$ cat src/hw/elevator_display_pkg.sv
package elevator_display_pkg;

    // Screen coordinate, wide enough for 640x480
    typedef logic [9:0] coord_t;

    typedef struct packed {
        coord_t x;
        coord_t y;
    } pixel_pos_t;

    // Half-floor steps above ground, 10 and up is the top floor
    typedef logic [3:0] level_t;

    // Left shaft sits in the upper nibble
    typedef struct packed {
        level_t left_level;
        level_t right_level;
    } destination_t;

    // Encoding 3 is unused and drawn as stop
    typedef enum logic [1:0] {
        sim_idle   = 2'd0,
        sim_moving = 2'd1,
        sim_stop   = 2'd2
    } sim_state_t;

    typedef enum logic [2:0] {
        c_sky         = 3'd0,
        c_floor_dark  = 3'd1,
        c_floor_light = 3'd2,
        c_black       = 3'd3,
        c_shaft_bg    = 3'd4,
        c_car         = 3'd5,
        c_stop        = 3'd6,
        c_grass       = 3'd7
    } color_id_t;

    typedef struct packed {
        logic [3:0] r;
        logic [3:0] g;
        logic [3:0] b;
    } rgb_t;

    // Colour table
    function automatic rgb_t palette_rgb(input color_id_t color);
        rgb_t value;
        case (color)
            c_sky:         value = '{r: 4'd2,  g: 4'd8,  b: 4'd15};
            c_floor_dark:  value = '{r: 4'd9,  g: 4'd10, b: 4'd10};
            c_floor_light: value = '{r: 4'd11, g: 4'd11, b: 4'd11};
            c_black:       value = '{r: 4'd0,  g: 4'd0,  b: 4'd0};
            c_shaft_bg:    value = '{r: 4'd8,  g: 4'd4,  b: 4'd1};
            c_car:         value = '{r: 4'd4,  g: 4'd4,  b: 4'd4};
            c_stop:        value = '{r: 4'd15, g: 4'd0,  b: 4'd0};
            c_grass:       value = '{r: 4'd0,  g: 4'd15, b: 4'd0};
            default:       value = '0;
        endcase
        return value;
    endfunction

endpackage

$ cat src/hw/elevator_display.sv
module elevator_display #(
    parameter int h_active        = 640,
    parameter int v_active        = 480,
    parameter int side_buffer     = 20,
    parameter int top_buffer      = 15,
    parameter int floor_height    = 75,
    parameter int building_width  = 175,
    parameter int outline_width   = 10,
    parameter int shaft_width     = 90,
    parameter int idle_car_height = 70,
    parameter int stop_left       = 300,
    parameter int stop_right      = 340,
    parameter int stop_top        = 200,
    parameter int stop_bottom     = 260
) (
    input  logic                               clk,
    input  logic                               rst_n,
    input  logic                               enable,
    input  elevator_display_pkg::pixel_pos_t   pos,
    input  elevator_display_pkg::sim_state_t   sim_state,
    input  elevator_display_pkg::destination_t destination,
    output elevator_display_pkg::rgb_t         rgb
);

    elevator_display_pkg::color_id_t left_shaft_color;
    elevator_display_pkg::color_id_t right_shaft_color;
    elevator_display_pkg::color_id_t pixel_color;

    shaft_painter #(
        .v_active        (v_active),
        .top_buffer      (top_buffer),
        .floor_height    (floor_height),
        .idle_car_height (idle_car_height),
        .stop_left       (stop_left),
        .stop_right      (stop_right),
        .stop_top        (stop_top),
        .stop_bottom     (stop_bottom)
    ) u_left_shaft (
        .pos         (pos),
        .sim_state   (sim_state),
        .level       (destination.left_level),
        .shaft_color (left_shaft_color)
    );

    shaft_painter #(
        .v_active        (v_active),
        .top_buffer      (top_buffer),
        .floor_height    (floor_height),
        .idle_car_height (idle_car_height),
        .stop_left       (stop_left),
        .stop_right      (stop_right),
        .stop_top        (stop_top),
        .stop_bottom     (stop_bottom)
    ) u_right_shaft (
        .pos         (pos),
        .sim_state   (sim_state),
        .level       (destination.right_level),
        .shaft_color (right_shaft_color)
    );

    scene_compositor #(
        .h_active       (h_active),
        .v_active       (v_active),
        .side_buffer    (side_buffer),
        .top_buffer     (top_buffer),
        .floor_height   (floor_height),
        .building_width (building_width),
        .outline_width  (outline_width),
        .shaft_width    (shaft_width)
    ) u_scene_compositor (
        .pos               (pos),
        .left_shaft_color  (left_shaft_color),
        .right_shaft_color (right_shaft_color),
        .pixel_color       (pixel_color)
    );

    palette_out u_palette_out (
        .clk         (clk),
        .rst_n       (rst_n),
        .enable      (enable),
        .pixel_color (pixel_color),
        .rgb         (rgb)
    );

endmodule

$ cat src/hw/palette_out.sv
module palette_out (
    input  logic                            clk,
    input  logic                            rst_n,
    input  logic                            enable,
    input  elevator_display_pkg::color_id_t pixel_color,
    output elevator_display_pkg::rgb_t      rgb
);

    elevator_display_pkg::rgb_t rgb_next;

    // Blank outside the active area
    always_comb begin
        if (enable) begin
            rgb_next = elevator_display_pkg::palette_rgb(pixel_color);
        end else begin
            rgb_next = '0;
        end
    end

    // One pixel of latency
    always_ff @(posedge clk or negedge rst_n) begin
        if (!rst_n) begin
            rgb <= '0;
        end else begin
            rgb <= rgb_next;
        end
    end

endmodule

$ cat src/hw/scene_compositor.sv
module scene_compositor #(
    parameter int h_active       = 640,
    parameter int v_active       = 480,
    parameter int side_buffer    = 20,
    parameter int top_buffer     = 15,
    parameter int floor_height   = 75,
    parameter int building_width = 175,
    parameter int outline_width  = 10,
    parameter int shaft_width    = 90
) (
    input  elevator_display_pkg::pixel_pos_t pos,
    input  elevator_display_pkg::color_id_t  left_shaft_color,
    input  elevator_display_pkg::color_id_t  right_shaft_color,
    output elevator_display_pkg::color_id_t  pixel_color
);

    // Column edges, each region starts where the previous one ends
    localparam int left_bldg_end     = side_buffer + building_width;
    localparam int left_outline_end  = left_bldg_end + outline_width;
    localparam int left_shaft_end    = left_outline_end + shaft_width;
    localparam int mid_outline_end   = left_shaft_end + outline_width;
    localparam int right_shaft_end   = mid_outline_end + shaft_width;
    localparam int right_outline_end = right_shaft_end + outline_width;
    localparam int right_bldg_end    = h_active - side_buffer;

    localparam int shaft_bottom = v_active - top_buffer;
    localparam int num_floors   = (v_active - 2 * top_buffer) / floor_height;

    int   band;
    logic band_light;
    logic in_left_bldg;
    logic in_right_bldg;
    logic in_shaft_rows;
    logic in_right_sky;

    // Floor band index, the last band runs to the bottom of the screen
    always_comb begin
        band = 0;
        for (int i = 1; i < num_floors; i++) begin
            if (pos.y >= top_buffer + i * floor_height) begin
                band = i;
            end
        end
    end

    // Band 0 is dark, then alternating, and the ground floor is always light
    assign band_light = (band == num_floors - 1) || band[0];

    assign in_left_bldg  = (pos.x >= side_buffer) && (pos.x < left_bldg_end);
    assign in_right_bldg = (pos.x >= right_outline_end) && (pos.x < right_bldg_end);
    assign in_shaft_rows = (pos.y >= top_buffer) && (pos.y < shaft_bottom);

    assign in_right_sky = (pos.x >= right_bldg_end) && (pos.x < h_active) &&
                          (pos.y < shaft_bottom);

    always_comb begin
        if (pos.x < side_buffer) begin
            pixel_color = elevator_display_pkg::c_sky;
        end else if (in_right_sky) begin
            pixel_color = elevator_display_pkg::c_sky;
        end else if (pos.y < top_buffer) begin
            pixel_color = elevator_display_pkg::c_sky;
        end else if (in_left_bldg || in_right_bldg) begin
            if (band_light) begin
                pixel_color = elevator_display_pkg::c_floor_light;
            end else begin
                pixel_color = elevator_display_pkg::c_floor_dark;
            end
        end else if (in_shaft_rows && (pos.x >= left_bldg_end) &&
                     (pos.x < left_outline_end)) begin
            pixel_color = elevator_display_pkg::c_black;
        end else if (in_shaft_rows && (pos.x >= left_outline_end) &&
                     (pos.x < left_shaft_end)) begin
            pixel_color = left_shaft_color;
        end else if (in_shaft_rows && (pos.x >= left_shaft_end) &&
                     (pos.x < mid_outline_end)) begin
            // Middle outline hides the left part of the stop box
            pixel_color = elevator_display_pkg::c_black;
        end else if (in_shaft_rows && (pos.x >= mid_outline_end) &&
                     (pos.x < right_shaft_end)) begin
            pixel_color = right_shaft_color;
        end else if (in_shaft_rows && (pos.x >= right_shaft_end) &&
                     (pos.x < right_outline_end)) begin
            pixel_color = elevator_display_pkg::c_black;
        end else begin
            // Below the shafts and past the visible width
            pixel_color = elevator_display_pkg::c_grass;
        end
    end

endmodule

$ cat src/hw/shaft_painter.sv
module shaft_painter #(
    parameter int v_active        = 480,
    parameter int top_buffer      = 15,
    parameter int floor_height    = 75,
    parameter int idle_car_height = 70,
    parameter int stop_left       = 300,
    parameter int stop_right      = 340,
    parameter int stop_top        = 200,
    parameter int stop_bottom     = 260
) (
    input  elevator_display_pkg::pixel_pos_t pos,
    input  elevator_display_pkg::sim_state_t sim_state,
    input  elevator_display_pkg::level_t     level,
    output elevator_display_pkg::color_id_t  shaft_color
);

    localparam int shaft_bottom = v_active - top_buffer;
    localparam int idle_top     = shaft_bottom - idle_car_height;
    localparam int top_level    = 10;

    elevator_display_pkg::level_t level_capped;
    elevator_display_pkg::coord_t car_bottom;
    elevator_display_pkg::coord_t car_top;
    logic                         in_idle_car;
    logic                         in_moving_car;
    logic                         in_stop_box;

    // Car position, half a floor per level step
    always_comb begin
        if (level > elevator_display_pkg::level_t'(top_level)) begin
            level_capped = elevator_display_pkg::level_t'(top_level);
        end else begin
            level_capped = level;
        end
        car_bottom = elevator_display_pkg::coord_t'(
            shaft_bottom - (int'(level_capped) * floor_height) / 2);
        car_top = elevator_display_pkg::coord_t'(int'(car_bottom) - floor_height);
    end

    assign in_idle_car   = (pos.y >= idle_top) && (pos.y < shaft_bottom);
    assign in_moving_car = (pos.y >= car_top) && (pos.y < car_bottom);

    // Stop box is in screen coordinates, shared by both shafts
    assign in_stop_box = (pos.x >= stop_left) && (pos.x < stop_right) &&
                         (pos.y >= stop_top) && (pos.y < stop_bottom);

    always_comb begin
        case (sim_state)
            elevator_display_pkg::sim_idle: begin
                if (in_idle_car) begin
                    shaft_color = elevator_display_pkg::c_car;
                end else begin
                    shaft_color = elevator_display_pkg::c_shaft_bg;
                end
            end
            elevator_display_pkg::sim_moving: begin
                if (in_moving_car) begin
                    shaft_color = elevator_display_pkg::c_car;
                end else begin
                    shaft_color = elevator_display_pkg::c_shaft_bg;
                end
            end
            default: begin
                // Stop, also for the spare encoding
                if (in_stop_box) begin
                    shaft_color = elevator_display_pkg::c_stop;
                end else begin
                    shaft_color = elevator_display_pkg::c_black;
                end
            end
        endcase
    end

endmodule

$ cat config.mk
export PLATFORM = sky130hd
export DESIGN_NAME = elevator_display
export DESIGN_NICKNAME = d
export VERILOG_FILES = /design/src/hw/elevator_display_pkg.sv /design/src/hw/elevator_display.sv /design/src/hw/palette_out.sv /design/src/hw/scene_compositor.sv /design/src/hw/shaft_painter.sv
export SDC_FILE = /design/constraint.sdc
export NUM_CORES = 1
export LEC_CHECK = 0
export BUFFER_PORTS_ARGS = -buffer_cell sky130_fd_sc_hd__buf_2
export CELL_PAD_IN_SITES_DETAIL_PLACEMENT = 1
export CELL_PAD_IN_SITES_GLOBAL_PLACEMENT = 1
export CORE_ASPECT_RATIO = 1.5
export CORE_MARGIN = 3
export CORE_UTILIZATION = 45
export DETAILED_ROUTE_END_ITERATION = 10
export PLACE_DENSITY = 0.8
export SLEW_MARGIN = 20
export SYNTH_ARGS = -nofsm -noshare
export SYNTH_HDL_FRONTEND = slang
export SYNTH_SLANG_ARGS = --single-unit
$ cat constraint.sdc
create_clock -name clk -period 0.9 [get_ports clk]
set_clock_uncertainty 0.15 [all_clocks]
set_input_delay 0.09 -clock clk [delete_from_list [all_inputs] [get_ports clk]]
set_output_delay 0.09 -clock clk [all_outputs]
set_load 0.02 [all_outputs]
==> impl_metrics.tcl, run 1 <==
set metrics [dict create \
    syn_area_um2 3660 \
    status "aborted with a tool error" \
    yosys_warnings 0 \
    synth-async-reset-ratio_pct 100.0 \
    start_util_pct 47.17 \
    synth_edf_count 0 \
    clock_sinks 11 \
    cts-root-buf "clkbuf_16" \
    ys_types 75 \
    die_w_um 79.64 \
    syn_nets 574 \
    cts_hold_buf 1 \
    yosys.area.top_type "ha_1" \
    yosysTopAreaCellShare_pct 29.74 \
    die_h_um 116.5 \
    synth_mux_area_share_pct 1.094 \
    pin_count 45 \
    yosys.area_share.simple_pct 22.36 \
    place_congestion 0.8973 \
    rows 39 \
    yosys_register_bits 11 \
    synth_top_family_by_area "adder cells" \
    post_cts_resized 144 \
    lastStage "clock tree synthesis" \
    place_hpwl_mm 13.28 \
    synth-compound-area-share_pct 24.10 \
    cts_buffer_depth 2 \
    yosysSeqAreaShare_pct 7.521 \
    stop_error "[ERROR DPL-0033] detailed placement checks failed during check placement." \
    synthCells 452 \
    synth_ff_type "dfrtp_1" \
    synthXorXnorAreaFrac_pct 8.752 \
    htreeDepth 1 \
    synthTopCellsByArea "ha_1 (30%), dfrtp_1 (7.5%), xnor2_1 (4.3%), inv_1 (3.5%), nand2_1 (3.4%)" \
    numPortBuffers 44 \
    synth_fa_ha_area_share_pct 30.84 \
    avgSynthCellArea_um2 8.097 \
    cts_buffers 3 \
    post_cts_buffers 21 \
]
-- synth_stat cells (8+ instances only) --
cell,number
nor2_1,26
xnor2_1,18
nand2b_1,15
a21oi_1,20
a21o_1,8
o21ai_1,8
o21ai_0,24
nand3_1,9
nand2_1,33
ha_1,87
inv_1,34
nor3_1,9
xor2_1,8
dfrtp_1,11
buf_2,8
-- per-stage QoR --
step / setup slack (ps) / std cells / utilization [%] / instance area [um^2] / hold slack [ps]
after floorplan: -3980 / 452 / - / 3775 / -355.6
after global placement: -4276 / 749 / 68.51 / 5315 / -195.6
after detailed placement: -4765 / 749 / 68.51 / 5315 / -186.5
-- logic make-up after synthesis --
logic type,count (synthesis)
mux,4
xor+xnor,31
fa+ha+maj,89
buf+inv,48
simple gates,143
flops,11
compound gates,126
==> inputs of run 2 (changes only) <==
--- a/config.mk
+++ b/config.mk
@@ -6,13 +6,10 @@
 export NUM_CORES = 1
 export LEC_CHECK = 0
 export BUFFER_PORTS_ARGS = -buffer_cell sky130_fd_sc_hd__buf_2
-export CELL_PAD_IN_SITES_DETAIL_PLACEMENT = 1
-export CELL_PAD_IN_SITES_GLOBAL_PLACEMENT = 1
-export CORE_ASPECT_RATIO = 1.5
 export CORE_MARGIN = 3
-export CORE_UTILIZATION = 45
+export CORE_UTILIZATION = 30
 export DETAILED_ROUTE_END_ITERATION = 10
-export PLACE_DENSITY = 0.8
+export PLACE_DENSITY_LB_ADDON = 0.15
 export SLEW_MARGIN = 20
 export SYNTH_ARGS = -nofsm -noshare
 export SYNTH_HDL_FRONTEND = slang
==> run 2 against run 1 <==
  * The flow now finishes, with violations (negative setup slack)
  * Synthesized cell count did not move
  * Synthesized area did not move
==> impl_metrics.tcl, run 2 <==
set metrics [dict create \
    status "finished with violations" \
    violations "negative setup slack" \
    pin_count 45 \
    rows 39 \
    power_frac_clock_pct 6.9 \
    place_hpwl_mm 8.279 \
    power_switching_w 0.004772 \
    maxSlewHeadroom_pct 69.49 \
    switching_share_pct 41.98 \
    cts_buffer_depth 2 \
    die_h_um 116.5 \
    cp.buffers_inverters 4 \
    rsz0062_at_grt "yes" \
    critical_path_required_ps 850 \
    synth_top_family_by_area "adder cells" \
    synth_mux_area_share_pct 1.094 \
    ys_top_cells_by_count "ha_1 (87), inv_1 (34), nand2_1 (33), nor2_1 (26), o21ai_0 (24)" \
    yosysSeqAreaShare_pct 7.521 \
    largest_reg_flops 11 \
    start_kind "input pin" \
    hold_viol_final 0 \
    grt_max_degree 13 \
    dr.first_iter.drc_count 130 \
    critPathMaxStageDelay_ps 390 \
    cts-root-buf "clkbuf_16" \
    ant_nets 0 \
    core_um2 11660 \
    drv_slew 0 \
    power.leakage_nw 2.995 \
    syn_nets 574 \
    yosys_register_bits 11 \
    grt_usage_pct 14.53 \
    wl_per_cell_um 12.83 \
    worst_slack_ps -3907 \
    yosysMostFrequentCell "ha_1" \
    cp_top_family "adder cells" \
    arrival_ps 4760 \
    synthTopCellsByArea "ha_1 (30%), dfrtp_1 (7.5%), xnor2_1 (4.3%), inv_1 (3.5%), nand2_1 (3.4%)" \
    synth-async-reset-ratio_pct 100.0 \
    synth_ff_type "dfrtp_1" \
    critPathMaxFanout 4 \
    p_comb_share_pct 87.9 \
    grt_overflow 0 \
    syn_area_um2 3660 \
    worst_slew_pin_slew_ps 457.7 \
    cts_tree "yes" \
    top_register "u_palette_out.rgb" \
    numPortBuffers 44 \
    path_common_cell "ha_4" \
    slowest_stage "or3_4" \
    largest_registers "u_palette_out.rgb: 11 flops" \
    finalSetupViolations 23 \
    finalCritPeriodShare_pct 534.1 \
    area_growth_syn_to_layout_pct 71.49 \
    clock_sinks 11 \
    routed_wl_mm 10.39 \
    crit_cells 26 \
    fillers 1046 \
    cts_buffers 3 \
    htreeDepth 1 \
    vias_per_cell 4.890 \
    placed_cells 779 \
    synth_fa_ha_area_share_pct 30.84 \
    grt_pass1_vias 3813 \
    dr.pass1.iters 6 \
    yosys.area_share.simple_pct 22.36 \
    clkTransAtPathRegs_ps 40 \
    antenna_found_initial 1 \
    drive_above_1_share_pct 51.72 \
    crit_type "in2reg" \
    synthXorXnorAreaFrac_pct 8.752 \
    peakVddDrop_v 0.0006959 \
    hp-class "in2async" \
    cp-end-kind "register" \
    antenna_cells 0 \
    avgSynthCellArea_um2 8.097 \
    start_util_pct 31.38 \
    fin_nets 790 \
    ys_types 75 \
    multi_input_area_um2 3869 \
    yosysTopAreaCellShare_pct 29.74 \
    synth_edf_count 0 \
    die_area_um2 13560 \
    power_density_nw_per_um2 1811 \
    die_w_um 116.5 \
    yosys.area.top_type "ha_1" \
    intPower_w 0.006596 \
    via_count 3961 \
    seqPwrFrac_pct 5.1 \
    stdcell_count 810 \
    synth-compound-area-share_pct 24.10 \
    drc 0 \
    drv_cap 0 \
    grt_pass1_wl_mm 16.72 \
    yosys_warnings 0 \
    final_common_cell "buf_4" \
    place_congestion 0.7796 \
    fin_util_pct 53.81 \
    final_cell_mix "buf_4 (171), ha_1 (64), nand2_1 (28), buf_2 (28), nor2_1 (25)" \
    synthCells 452 \
    fin_crit_ps 4807 \
    fmax_ghz 0.2080 \
    ff_latch_area_um2 275.3 \
]
-- run 2: final cells by class --
cell class | instances | share of cell area [%]
flip-flops and latches | 11 | 4.386
clock buffers | 4 | 1.256
inverters | 35 | 2.173
well taps | 143 | 2.851
multi-input cells | 393 | 61.64
repair buffers | 224 | 27.69
-- run 2: routing by layer --
metal  vias to the layer above  GRT usage (%)  wire length [um]
li1                       2098              -                 -
met2                        33          27.69              5406
met4                         2          1.547                21
met1                      1824          18.50              4772
met3                         4         0.7772               180
met5                         -              0                13
-- run 2: kinds of logic after synthesis --
group	after synthesis
AND/OR/NAND/NOR	143
AO/OA/AOI/OAI	126
adder cells (fa/ha/maj)	89
buffers and inverters	48
XOR/XNOR	31
flip-flops	11
multiplexers	4
-- run 2: worst max path at each step --
stage / from / end
2_1_floorplan: destination[3] / u_palette_out.rgb[11]
3_3_place_gp: destination[7] / u_palette_out.rgb[11]
3_5_place_dp: destination[7] / u_palette_out.rgb[10]
4_1_cts: destination[3] / u_palette_out.rgb[10]
5_1_grt: destination[6] / u_palette_out.rgb[11]
6_report: destination[7] / u_palette_out.rgb[11]
-- run 2: metrics by stage --
step           hold slack [ps]  setup TNS, ps  instance area (um^2)  worst slack [ps]  total power, W
2_1_floorplan           -355.6         -42560                  3775             -3980        0.005535
3_3_place_gp            -189.5         -47390                  5284             -4356        0.008426
3_5_place_dp            -186.3         -48100                  5284             -4433        0.008566
4_1_cts                  61.10         -42350                  5958             -3799         0.01062
5_1_grt                  144.1         -45870                  6276             -4129         0.01252
6_report                 105.0         -43110                  6276             -3907         0.01137
-- run 2: timing repair --
action	in CTS	in global routing
hold endpoints to repair	11	0
pin swaps	52	42
endpoints found under the setup margin	23	23
setup buffers	19	9
hold buffers	1	0
gates resized for setup	95	49
-- run 2: power groups by stage --
stage	Clock [W]	Combinational, W	Sequential [W]
after global placement	0	0.00785	0.000573
final	0.000787	0.0100	0.000584
after global routing	0.000822	0.0111	0.000590
after detailed placement	0	0.00799	0.000573
after CTS	0.000797	0.00924	0.000584
after floorplan	0	0.00488	0.000657
No activity file was read; power rests on OpenSTA's default activity.
